### config.mk
export PLATFORM = sky130hd
export DESIGN_NAME = mipsDatapath
export DESIGN_NICKNAME = d
export VERILOG_FILES = /design/src/mipsPkg.sv /design/src/mipsAlu.sv /design/src/mipsDatapath.sv /design/src/mipsDecoder.sv /design/src/mipsHazard.sv /design/src/mipsRegFile.sv
export SDC_FILE = /design/constraint.sdc
export NUM_CORES = 2
export LEC_CHECK = 0
export BUFFER_PORTS_ARGS = -buffer_cell sky130_fd_sc_hd__buf_2
export CAP_MARGIN = 20
export CORE_MARGIN = 8
export CORE_UTILIZATION = 30
export DETAILED_ROUTE_END_ITERATION = 6
export GPL_TIMING_DRIVEN = 0
export MAX_ROUTING_LAYER = met4
export PLACE_DENSITY = 0.42
export SLEW_MARGIN = 20
export SYNTH_ARGS = -nofsm -noshare
export SYNTH_HDL_FRONTEND = slang
export SYNTH_SLANG_ARGS = --single-unit
### constraint.sdc
create_clock -name clk -period 6.3 [get_ports clk]
set_input_delay 0.945 -clock clk [delete_from_list [all_inputs] [get_ports clk]]
set_output_delay 0.945 -clock clk [all_outputs]
set_load 0.02 [all_outputs]
### src/mipsPkg.sv
`default_nettype none

package mipsPkg;

    localparam int dataWidth    = 32;
    localparam int regAddrWidth = 5;

    // primary opcodes
    localparam logic [5:0] opRtype = 6'h00;
    localparam logic [5:0] opJ     = 6'h02;
    localparam logic [5:0] opBeq   = 6'h04;
    localparam logic [5:0] opBne   = 6'h05;
    localparam logic [5:0] opAddiu = 6'h09;
    localparam logic [5:0] opOri   = 6'h0d;
    localparam logic [5:0] opLui   = 6'h0f;
    localparam logic [5:0] opLw    = 6'h23;
    localparam logic [5:0] opSw    = 6'h2b;

    // funct field, only under opRtype
    localparam logic [5:0] fnSll  = 6'h00;
    localparam logic [5:0] fnAddu = 6'h21;
    localparam logic [5:0] fnSubu = 6'h23;
    localparam logic [5:0] fnAnd  = 6'h24;
    localparam logic [5:0] fnOr   = 6'h25;
    localparam logic [5:0] fnXor  = 6'h26;
    localparam logic [5:0] fnSlt  = 6'h2a;

    localparam logic [3:0] aluAdd = 4'd0;
    localparam logic [3:0] aluSub = 4'd1;
    localparam logic [3:0] aluAnd = 4'd2;
    localparam logic [3:0] aluOr  = 4'd3;
    localparam logic [3:0] aluXor = 4'd4;
    localparam logic [3:0] aluSlt = 4'd5;
    localparam logic [3:0] aluSll = 4'd6;
    localparam logic [3:0] aluLui = 4'd7;

    typedef struct packed {
        logic [5:0]              opcode;
        logic [regAddrWidth-1:0] rs;
        logic [regAddrWidth-1:0] rt;
        logic [regAddrWidth-1:0] rd;
        logic [4:0]              shamt;
        logic [5:0]              funct;
    } rFields;

    typedef struct packed {
        logic [5:0]              opcode;
        logic [regAddrWidth-1:0] rs;
        logic [regAddrWidth-1:0] rt;
        logic [15:0]             imm16;
    } iFields;

    typedef struct packed {
        logic [5:0]  opcode;
        logic [25:0] target26;
    } jFields;

    // same 32 bits, three views
    typedef union packed {
        rFields rType;
        iFields iType;
        jFields jType;
    } instrWord;

    typedef struct packed {
        logic [3:0] aluOp;
        logic       useImm;
        logic       signExt;
        logic       destRt;
        logic       regWrite;
        logic       memRead;
        logic       memWrite;
        logic       branch;
        logic       branchNe;
    } ctrlSig;

    typedef struct packed {
        logic                 en;
        logic                 we;
        logic [dataWidth-1:0] addr;
        logic [dataWidth-1:0] wdata;
    } dataReq;

    typedef struct packed {
        logic [dataWidth-1:0]    pc;
        logic                    wen;
        logic [regAddrWidth-1:0] wnum;
        logic [dataWidth-1:0]    wdata;
    } debugWb;

endpackage

`default_nettype wire

### src/mipsAlu.sv
`timescale 1ns/1ps
`default_nettype none

module mipsAlu (
    input  logic [3:0]                    aluOp,
    input  logic [mipsPkg::dataWidth-1:0] srcA,
    input  logic [mipsPkg::dataWidth-1:0] srcB,
    input  logic [4:0]                    shamt,
    input  logic [mipsPkg::dataWidth-1:0] rsVal,
    input  logic [mipsPkg::dataWidth-1:0] rtVal,
    input  logic                          branch,
    input  logic                          branchNe,
    output logic [mipsPkg::dataWidth-1:0] result,
    output logic                          taken
);
    import mipsPkg::*;

    logic equal;

    always_comb begin
        case (aluOp)
            aluAdd:  result = srcA + srcB;
            aluSub:  result = srcA - srcB;
            aluAnd:  result = srcA & srcB;
            aluOr:   result = srcA | srcB;
            aluXor:  result = srcA ^ srcB;
            aluSlt:  result = {{(dataWidth-1){1'b0}}, $signed(srcA) < $signed(srcB)};
            aluSll:  result = srcB << shamt;  // rt shifted
            aluLui:  result = {srcB[15:0], 16'h0000};
            default: result = '0;
        endcase
    end

    // branch compare uses the forwarded register values
    assign equal = (rsVal == rtVal);
    assign taken = branch && (branchNe ? !equal : equal);

endmodule

`default_nettype wire

### src/mipsDatapath.sv
`timescale 1ns/1ps
`default_nettype none

module mipsDatapath #(
    parameter logic [mipsPkg::dataWidth-1:0] resetPc = 32'hbfc0_0000
) (
    input  logic                          clk,
    input  logic                          rstN,
    output logic [mipsPkg::dataWidth-1:0] pcF,
    output logic                          instEnF,
    input  logic [mipsPkg::dataWidth-1:0] instrF,
    input  logic                          iStall,
    output mipsPkg::dataReq               memReq,
    input  logic [mipsPkg::dataWidth-1:0] memRdata,
    input  logic                          dStall,
    output mipsPkg::debugWb               dbgWb
);
    import mipsPkg::*;

    logic                    freeze, stallF, stallD, flushD, flushE;
    logic [1:0]              fwdA, fwdB;
    logic [dataWidth-1:0]    pcNext;
    // decode
    instrWord                instrD;
    ctrlSig                  ctrlD;
    logic                    jumpD;
    logic [dataWidth-1:0]    pcD, pcPlus4D, rd1D, rd2D, immD, branchTargetD, jumpTargetD;
    logic [regAddrWidth-1:0] destD;
    // execute
    ctrlSig                  ctrlE;
    logic [dataWidth-1:0]    pcE, rd1E, rd2E, immE, branchTargetE;
    logic [dataWidth-1:0]    srcAE, rtValE, srcBE, aluOutE;
    logic [regAddrWidth-1:0] rsE, rtE, destE;
    logic [4:0]              shamtE;
    logic                    takenE;
    // memory
    ctrlSig                  ctrlM;
    logic [dataWidth-1:0]    pcM, aluOutM, rtValM, resultM;
    logic [regAddrWidth-1:0] destM;
    logic                    wenM, storeDone;
    // writeback
    logic                    regWriteW;
    logic [regAddrWidth-1:0] destW;
    logic [dataWidth-1:0]    resultW;

    mipsHazard hazard0 (
        .rsD(instrD.rType.rs), .rtD(instrD.rType.rt),
        .rsE(rsE), .rtE(rtE),
        .destE(destE), .destM(destM), .destW(destW),
        .regWriteE(ctrlE.regWrite), .regWriteM(ctrlM.regWrite), .regWriteW(regWriteW),
        .memReadE(ctrlE.memRead), .takenE(takenE),
        .iStall(iStall), .dStall(dStall),
        .freeze(freeze), .stallF(stallF), .stallD(stallD),
        .flushD(flushD), .flushE(flushE),
        .fwdA(fwdA), .fwdB(fwdB)
    );

    // branch in execute wins over j in decode
    assign pcNext = takenE ? branchTargetE : jumpD ? jumpTargetD : pcF + 32'd4;

    always_ff @(posedge clk or negedge rstN) begin
        if (!rstN) begin
            instEnF <= 1'b0;
            pcF     <= resetPc;
        end else begin
            instEnF <= 1'b1;  // fetch starts one cycle after reset
            if (instEnF && !stallF) begin
                pcF <= pcNext;
            end
        end
    end

    always_ff @(posedge clk or negedge rstN) begin
        if (!rstN) begin
            instrD <= '0;
        end else if (!stallD) begin
            instrD <= (flushD || !instEnF) ? '0 : instrF;  // all zero is sll r0 = nop
        end
    end

    always_ff @(posedge clk) begin
        if (!stallD) begin
            pcD <= pcF;
        end
    end

    mipsDecoder decoder0 (.instr(instrD), .ctrl(ctrlD), .jump(jumpD));

    mipsRegFile regFile0 (
        .clk(clk), .rstN(rstN),
        .we(wenM), .waddr(destM), .wdata(resultM),
        .raddrA(instrD.rType.rs), .raddrB(instrD.rType.rt),
        .rdataA(rd1D), .rdataB(rd2D)
    );

    assign pcPlus4D = pcD + 32'd4;
    assign immD = ctrlD.signExt ? {{16{instrD.iType.imm16[15]}}, instrD.iType.imm16}
                                : {16'h0000, instrD.iType.imm16};
    assign branchTargetD = pcPlus4D
                         + {{14{instrD.iType.imm16[15]}}, instrD.iType.imm16, 2'b00};
    assign jumpTargetD = {pcPlus4D[31:28], instrD.jType.target26, 2'b00};
    assign destD = ctrlD.destRt ? instrD.rType.rt : instrD.rType.rd;

    always_ff @(posedge clk or negedge rstN) begin
        if (!rstN) begin
            ctrlE <= '0;
        end else if (!freeze) begin
            ctrlE <= flushE ? '0 : ctrlD;
        end
    end

    always_ff @(posedge clk) begin
        if (!freeze) begin
            pcE           <= pcD;
            rsE           <= instrD.rType.rs;
            rtE           <= instrD.rType.rt;
            destE         <= destD;
            shamtE        <= instrD.rType.shamt;
            rd1E          <= rd1D;
            rd2E          <= rd2D;
            immE          <= immD;
            branchTargetE <= branchTargetD;
        end
    end

    // memory stage forwards the ALU result, a load there is excluded by the stall
    function automatic logic [dataWidth-1:0] pickFwd(input logic [1:0] sel,
                                                     input logic [dataWidth-1:0] rfVal);
        case (sel)
            2'd1:    return aluOutM;
            2'd2:    return resultW;
            default: return rfVal;
        endcase
    endfunction

    always_comb begin
        srcAE  = pickFwd(fwdA, rd1E);
        rtValE = pickFwd(fwdB, rd2E);
    end
    assign srcBE = ctrlE.useImm ? immE : rtValE;

    mipsAlu alu0 (
        .aluOp(ctrlE.aluOp), .srcA(srcAE), .srcB(srcBE), .shamt(shamtE),
        .rsVal(srcAE), .rtVal(rtValE),
        .branch(ctrlE.branch), .branchNe(ctrlE.branchNe),
        .result(aluOutE), .taken(takenE)
    );

    always_ff @(posedge clk or negedge rstN) begin
        if (!rstN) begin
            ctrlM <= '0;
        end else if (!freeze) begin
            ctrlM <= ctrlE;
        end
    end

    always_ff @(posedge clk) begin
        if (!freeze) begin
            pcM     <= pcE;
            destM   <= destE;
            aluOutM <= aluOutE;
            rtValM  <= rtValE;
        end
    end

    // a store that completed under iStall is not issued again
    always_ff @(posedge clk or negedge rstN) begin
        if (!rstN) begin
            storeDone <= 1'b0;
        end else if (!freeze) begin
            storeDone <= 1'b0;
        end else if (memReq.en && memReq.we && !dStall) begin
            storeDone <= 1'b1;
        end
    end

    always_comb begin
        memReq.en    = ctrlM.memRead || (ctrlM.memWrite && !storeDone);
        memReq.we    = ctrlM.memWrite && !storeDone;
        memReq.addr  = aluOutM;
        memReq.wdata = rtValM;
    end

    assign resultM = ctrlM.memRead ? memRdata : aluOutM;
    assign wenM    = ctrlM.regWrite && destM != '0 && !freeze;

    always_comb begin
        dbgWb.pc    = pcM;
        dbgWb.wen   = wenM;
        dbgWb.wnum  = destM;
        dbgWb.wdata = resultM;
    end

    always_ff @(posedge clk or negedge rstN) begin
        if (!rstN) begin
            regWriteW <= 1'b0;
        end else if (!freeze) begin
            regWriteW <= ctrlM.regWrite;
        end
    end

    always_ff @(posedge clk) begin
        if (!freeze) begin
            destW   <= destM;
            resultW <= resultM;
        end
    end

    wordAligned: assert property (@(posedge clk) disable iff (!rstN)
        memReq.en |-> memReq.addr[1:0] == 2'b00)
        else $error("unaligned data access at %h", memReq.addr);

endmodule

`default_nettype wire

### src/mipsDecoder.sv
`timescale 1ns/1ps
`default_nettype none

module mipsDecoder (
    input  mipsPkg::instrWord instr,
    output mipsPkg::ctrlSig   ctrl,
    output logic              jump
);
    import mipsPkg::*;

    always_comb begin
        ctrl = '0;  // anything unmatched stays a nop
        jump = 1'b0;
        case (instr.rType.opcode)
            opRtype: begin
                ctrl.regWrite = 1'b1;
                case (instr.rType.funct)
                    fnAddu: ctrl.aluOp = aluAdd;
                    fnSubu: ctrl.aluOp = aluSub;
                    fnAnd:  ctrl.aluOp = aluAnd;
                    fnOr:   ctrl.aluOp = aluOr;
                    fnXor:  ctrl.aluOp = aluXor;
                    fnSlt:  ctrl.aluOp = aluSlt;
                    fnSll:  ctrl.aluOp = aluSll;
                    default: ctrl.regWrite = 1'b0;
                endcase
            end
            opAddiu: begin
                ctrl.aluOp    = aluAdd;
                ctrl.useImm   = 1'b1;
                ctrl.signExt  = 1'b1;
                ctrl.destRt   = 1'b1;
                ctrl.regWrite = 1'b1;
            end
            opOri: begin
                ctrl.aluOp    = aluOr;
                ctrl.useImm   = 1'b1;  // zero extended
                ctrl.destRt   = 1'b1;
                ctrl.regWrite = 1'b1;
            end
            opLui: begin
                ctrl.aluOp    = aluLui;
                ctrl.useImm   = 1'b1;
                ctrl.destRt   = 1'b1;
                ctrl.regWrite = 1'b1;
            end
            opLw: begin
                ctrl.aluOp    = aluAdd;
                ctrl.useImm   = 1'b1;
                ctrl.signExt  = 1'b1;
                ctrl.destRt   = 1'b1;
                ctrl.regWrite = 1'b1;
                ctrl.memRead  = 1'b1;
            end
            opSw: begin
                ctrl.aluOp    = aluAdd;
                ctrl.useImm   = 1'b1;
                ctrl.signExt  = 1'b1;
                ctrl.memWrite = 1'b1;
            end
            opBeq: begin
                ctrl.branch  = 1'b1;
                ctrl.signExt = 1'b1;
            end
            opBne: begin
                ctrl.branch   = 1'b1;
                ctrl.branchNe = 1'b1;
                ctrl.signExt  = 1'b1;
            end
            opJ: jump = 1'b1;  // redirected in decode
            default: ;
        endcase
    end

endmodule

`default_nettype wire

### src/mipsHazard.sv
`timescale 1ns/1ps
`default_nettype none

module mipsHazard (
    input  logic [mipsPkg::regAddrWidth-1:0] rsD,
    input  logic [mipsPkg::regAddrWidth-1:0] rtD,
    input  logic [mipsPkg::regAddrWidth-1:0] rsE,
    input  logic [mipsPkg::regAddrWidth-1:0] rtE,
    input  logic [mipsPkg::regAddrWidth-1:0] destE,
    input  logic [mipsPkg::regAddrWidth-1:0] destM,
    input  logic [mipsPkg::regAddrWidth-1:0] destW,
    input  logic                             regWriteE,
    input  logic                             regWriteM,
    input  logic                             regWriteW,
    input  logic                             memReadE,
    input  logic                             takenE,
    input  logic                             iStall,
    input  logic                             dStall,
    output logic                             freeze,
    output logic                             stallF,
    output logic                             stallD,
    output logic                             flushD,
    output logic                             flushE,
    output logic [1:0]                       fwdA,
    output logic [1:0]                       fwdB
);
    import mipsPkg::*;

    logic loadUse;

    // 1 = memory stage, 2 = writeback, 0 = register file
    function automatic logic [1:0] fwdSel(input logic [regAddrWidth-1:0] src);
        if (regWriteM && destM != '0 && destM == src) begin
            return 2'd1;
        end
        if (regWriteW && destW != '0 && destW == src) begin
            return 2'd2;
        end
        return 2'd0;
    endfunction

    assign freeze  = iStall || dStall;
    assign loadUse = memReadE && regWriteE && destE != '0 && (destE == rsD || destE == rtD);

    assign stallF = freeze || loadUse;
    assign stallD = freeze || loadUse;
    assign flushE = loadUse && !freeze;  // bubble behind the load
    assign flushD = takenE && !freeze;   // drops the instruction after the delay slot

    always_comb begin
        fwdA = fwdSel(rsE);
        fwdB = fwdSel(rtE);
    end

endmodule

`default_nettype wire

### src/mipsRegFile.sv
`timescale 1ns/1ps
`default_nettype none

module mipsRegFile (
    input  logic                             clk,
    input  logic                             rstN,
    input  logic                             we,
    input  logic [mipsPkg::regAddrWidth-1:0] waddr,
    input  logic [mipsPkg::dataWidth-1:0]    wdata,
    input  logic [mipsPkg::regAddrWidth-1:0] raddrA,
    input  logic [mipsPkg::regAddrWidth-1:0] raddrB,
    output logic [mipsPkg::dataWidth-1:0]    rdataA,
    output logic [mipsPkg::dataWidth-1:0]    rdataB
);
    import mipsPkg::*;

    logic [dataWidth-1:0] regs [32];

    always_ff @(posedge clk or negedge rstN) begin
        if (!rstN) begin
            for (int k = 0; k < 32; k++) begin
                regs[k] <= '0;
            end
        end else if (we && waddr != '0) begin
            regs[waddr] <= wdata;
        end
    end

    // no write-through, forwarding covers the same-cycle case
    assign rdataA = (raddrA == '0) ? '0 : regs[raddrA];
    assign rdataB = (raddrB == '0) ? '0 : regs[raddrB];

endmodule

`default_nettype wire

==> summary.md <==
| Metric | Value |
|---|---|
| End of the worst register-to-register path | `aluOutM[30]$_SDFFCE_PN0N_` |
| R2R Setup Slk | `-0.009 ns` |
| Syn-to-layout area delta | `17.4%` |
| Crit share post-route | `100%` |
| Simple-gate share of the synthesized area | `9.74%` |
| Initial antenna violation count | `19` |
| Post-synth cell types | `88` |
| Worst path most repeated cell | `buf_12` |
| Type of origin of the critical path | `flip-flop` |
| WS Path Type | `flip-flop to flip-flop` |
| Top Usage Layer GRT | `met2` |
| Setup ws final | `-0.00875 ns` |
| Total CTS buffers | `167` |
| Required @ worst endpoint | `6.87 ns` |
| Cell Area, Synth | `0.0780 mm2` |
| Worst setup startpoint | `destM[3]$_DFFE_PN_` |
| Starting density of the core | `30.1%` |
| GRT Resource Usage Total | `25.1%` |
| Skew final | `0.0588 ns` |
| WL/cell | `31.6 um` |
| Crit. End Element | `flip-flop` |
| PortBufs | `236` |
| Met1 Use GR | `32.2%` |
| Drt via density | `5.61` |
| Switching Share | `32.2%` |
| Final wirelength | `347,000 um` |
| Most flop-heavy register | `regFile0.regs` |
| Worst Reg-to-Reg Cells | `25` |
| Combinational Power Share | `20.6%` |
| Bufs and invs on worst path | `6` |
| M2 GR Usage | `40.1%` |
| Finished Layout Cells | `10,994` |
| FF+latch area | `0.0375 mm2` |
| Placeable Area | `0.259 mm2` |
| Reg2reg start | `destM[3]$_DFFE_PN_` |
| Largest family of logic cells by synthesized area | `multiplexers` |
| Ys Warns | `0` |
| Total gr overflow | `0` |
| CTS root buffer | `clkbuf_16` |
| Max-cap violations | `0` |
| Die ar. | `0.276 mm2` |
| Pwr dens | `292 mW/mm2` |
| Fillers | `25,941` |
| Flop pwr share | `41.0%` |
| Largest net degree at the start of global routing | `141` |
| Slew HR | `19.5%` |
| Nets | `7,601` |
| Placed Area | `0.0843 mm2` |
| CTS HTree Levels | `4` |
| Clock share of power | `38.4%` |
| Clk_lat worst skew | `0.85 ns` |
| First-pass GRT wire length | `483,000 um` |
| Avg Inst Size Synth | `11.3 um2` |
| RSZ-0062 raised after global routing | `true` |
| Largest delay contributor family on the critical path | `compound AO/OA/AOI/OAI gates` |
| Syn Nets | `7,108` |
| Die Ht | `526 um` |
| DRC | `0` |
| Status | `finished with violations` |
| Worst-path maximum fanout | `7` |
| Initial DRT Pass Iterations | `6` |
| Cell Rows | `187` |
| Internal power | `18.1 mW` |
| Most common cell after layout, fill and taps aside | `dfrtp_1` |
| Slowest stage delay, CP | `0.53 ns` |
| Ys flop type | `dfrtp_1` |
| HPWL after DPL | `282,000 um` |
| Initial DRC count | `6,056` |
| Sequential-to-total area share from yosys stat | `48.1%` |
| Hold Worst Slack | `0.0248 ns` |
| Total clock sinks | `1,431` |
| Most frequent cells in the layout | `1,092 x dfrtp_1, 796 x nand2_1, 725 x o21ai_0` |
| Maximum VDD drop | `0.243 mV` |
| ANT nets after route | `0` |
| Leakage | `36.6 nW` |
| GPL Wtd Cong | `0.985` |
| Endpoints failing hold | `0` |
| Endpoints failing setup | `2` |
| Routed vias | `61,721` |
| Fin. max-slew vios | `0` |
| DP Cell Count | `10,592` |
| Number of synthesized flops with an enable pin | `328` |
| Max FFs per register | `1,024` |
| Multi-input gate area | `0.0382 mm2` |
| Critical Path AT | `6.88 ns` |
| Max Root-Sink Buffers | `3` |
| CTS tree | `done` |
| Final worst path period need | `6.31 ns` |
| Synth Area in Compound Gates | `12.9%` |
| Flops & latches, synth | `1,431` |
| Worst min path class | `primary input to asynchronous set/reset pin` |
| Violated checks | `setup timing` |
| Die Wd | `526 um` |
| Peak Freq | `159 MHz` |
| Slowest stage cell, crit path | `or4_4` |
| Syn Inst Count | `6,924` |
| Vias in the first global route | `62,107` |
| IO Pins | `237` |
| Util after Layout | `35.3%` |
| XOR/XNOR Fraction of Synth Area | `2.03%` |
| Share of post-route cells with drive strength above 1 | `20.9%` |
| M3 GR Usage | `3.63%` |
| Clk slew on worst S/H paths | `0.06 ns` |
| Design area | `0.0916 mm2` |
| Post-synthesis adder-cell area fraction | `1.89%` |
| Worst-Margin Slew | `1.21 ns` |
| Asr flop ratio synth | `77.1%` |
| Multiplexer area fraction after synthesis | `21.3%` |
| Switching Power | `8.61 mW` |
stage by stage:
stage | worst slack, ns | total power, mW | setup TNS, ns
finish | -0.00875 | 26.7 | -0.0162
global route | -0.0573 | 27.7 | -0.107
CTS | -0.0527 | 26.9 | -0.0527
detailed placement | -3.17 | 16.4 | -43.73
global placement | -21.10 | 16.3 | -
floorplan | 0.413 | 14.0 | 0
power groups by stage:
| stage | clock network [mW] | logic (mW) | registers, mW |
|---|---|---|---|
| floorplan | 0 | 3.01 | 10.9 |
| global placement | 0 | 5.22 | 11.1 |
| detailed placement | 0 | 5.33 | 11.1 |
| CTS | 10.5 | 5.46 | 10.9 |
| global route | 10.8 | 5.85 | 11.0 |
| finish | 10.3 | 5.52 | 11.0 |
worst max path at each step:
stage                                      to  depth (start not counted)
5_1_grt             aluOutM[28]$_SDFFCE_PN0N_                         27
6_report            aluOutM[30]$_SDFFCE_PN0N_                         25
4_1_cts             aluOutM[30]$_SDFFCE_PN0N_                         25
2_1_floorplan       aluOutM[28]$_SDFFCE_PN0N_                         25
3_5_place_dp        aluOutM[30]$_SDFFCE_PN0N_                         23
3_3_place_gp   regFile0.regs[541]$_DFFE_PN0P_                          1
cells by family (layout without fill, tap and decap cells):
family,Yosys count,after routing
AO/OA/AOI/OAI,1748,1748
XOR/XNOR,181,181
adder cells (fa/ha/maj),116,116
buffers and inverters,807,1437
flip-flops,1431,1431
multiplexers,837,837
other,1,39
AND/OR/NAND/NOR,1803,1803
Yosys cell counts, drive strengths merged (19+ instances only):
| library cell | instances | area, um2 |
|---|---|---|
| mux2i | 167 | 1670 |
| and3 | 25 | 156 |
| mux4 | 653 | 14700 |
| nand3 | 54 | 270 |
| nor2 | 624 | 2340 |
| or2 | 26 | 163 |
| ha | 113 | 1410 |
| buf | 106 | 556 |
| o22ai | 24 | 150 |
| a22oi | 28 | 210 |
| and2 | 20 | 125 |
| nor4 | 21 | 138 |
| xor2 | 68 | 596 |
| o31ai | 81 | 633 |
| dfrtp | 1094 | 27400 |
| nand2b | 19 | 119 |
| inv | 155 | 582 |
| a21o | 28 | 210 |
| xnor2 | 113 | 990 |
| nand4 | 74 | 463 |
| o21ai | 738 | 3700 |
| a311oi | 25 | 249 |
| a211oi | 20 | 155 |
| a21oi | 562 | 2820 |
| o21bai | 19 | 143 |
| edfxtp | 328 | 9850 |
| a22o | 37 | 324 |
| a31oi | 65 | 419 |
| nand2 | 797 | 2990 |
| nor3 | 98 | 495 |
| clkbuf | 544 | 2040 |
what timing repair did:
action                                  in CTS  in global routing
endpoints found under the setup margin      29                 14
buffers inserted                            45                 21
resized for setup                          134                 50
pin swaps                                   25                 30
hold buffers                                 0                  0
cell type report:
type,count,share of cell area [%]
repair buffers,335,2.63
diodes,38,0.104
clock buffers,239,5.24
well taps,3402,4.65
flip-flops and latches,1431,40.9
clock inverters,67,1.04
multi-input cells,4686,41.8
inverters,157,0.644
plain buffers,639,3.02
metal layers:
metal | routed length [um] | vias to the layer above
met1 | 145000 | 32169
met5 | 0 | -
met2 | 164000 | 2344
met4 | 16900 | 0
li1 | - | 26629
met3 | 22000 | 579
No activity file was read; power rests on OpenSTA's default activity.
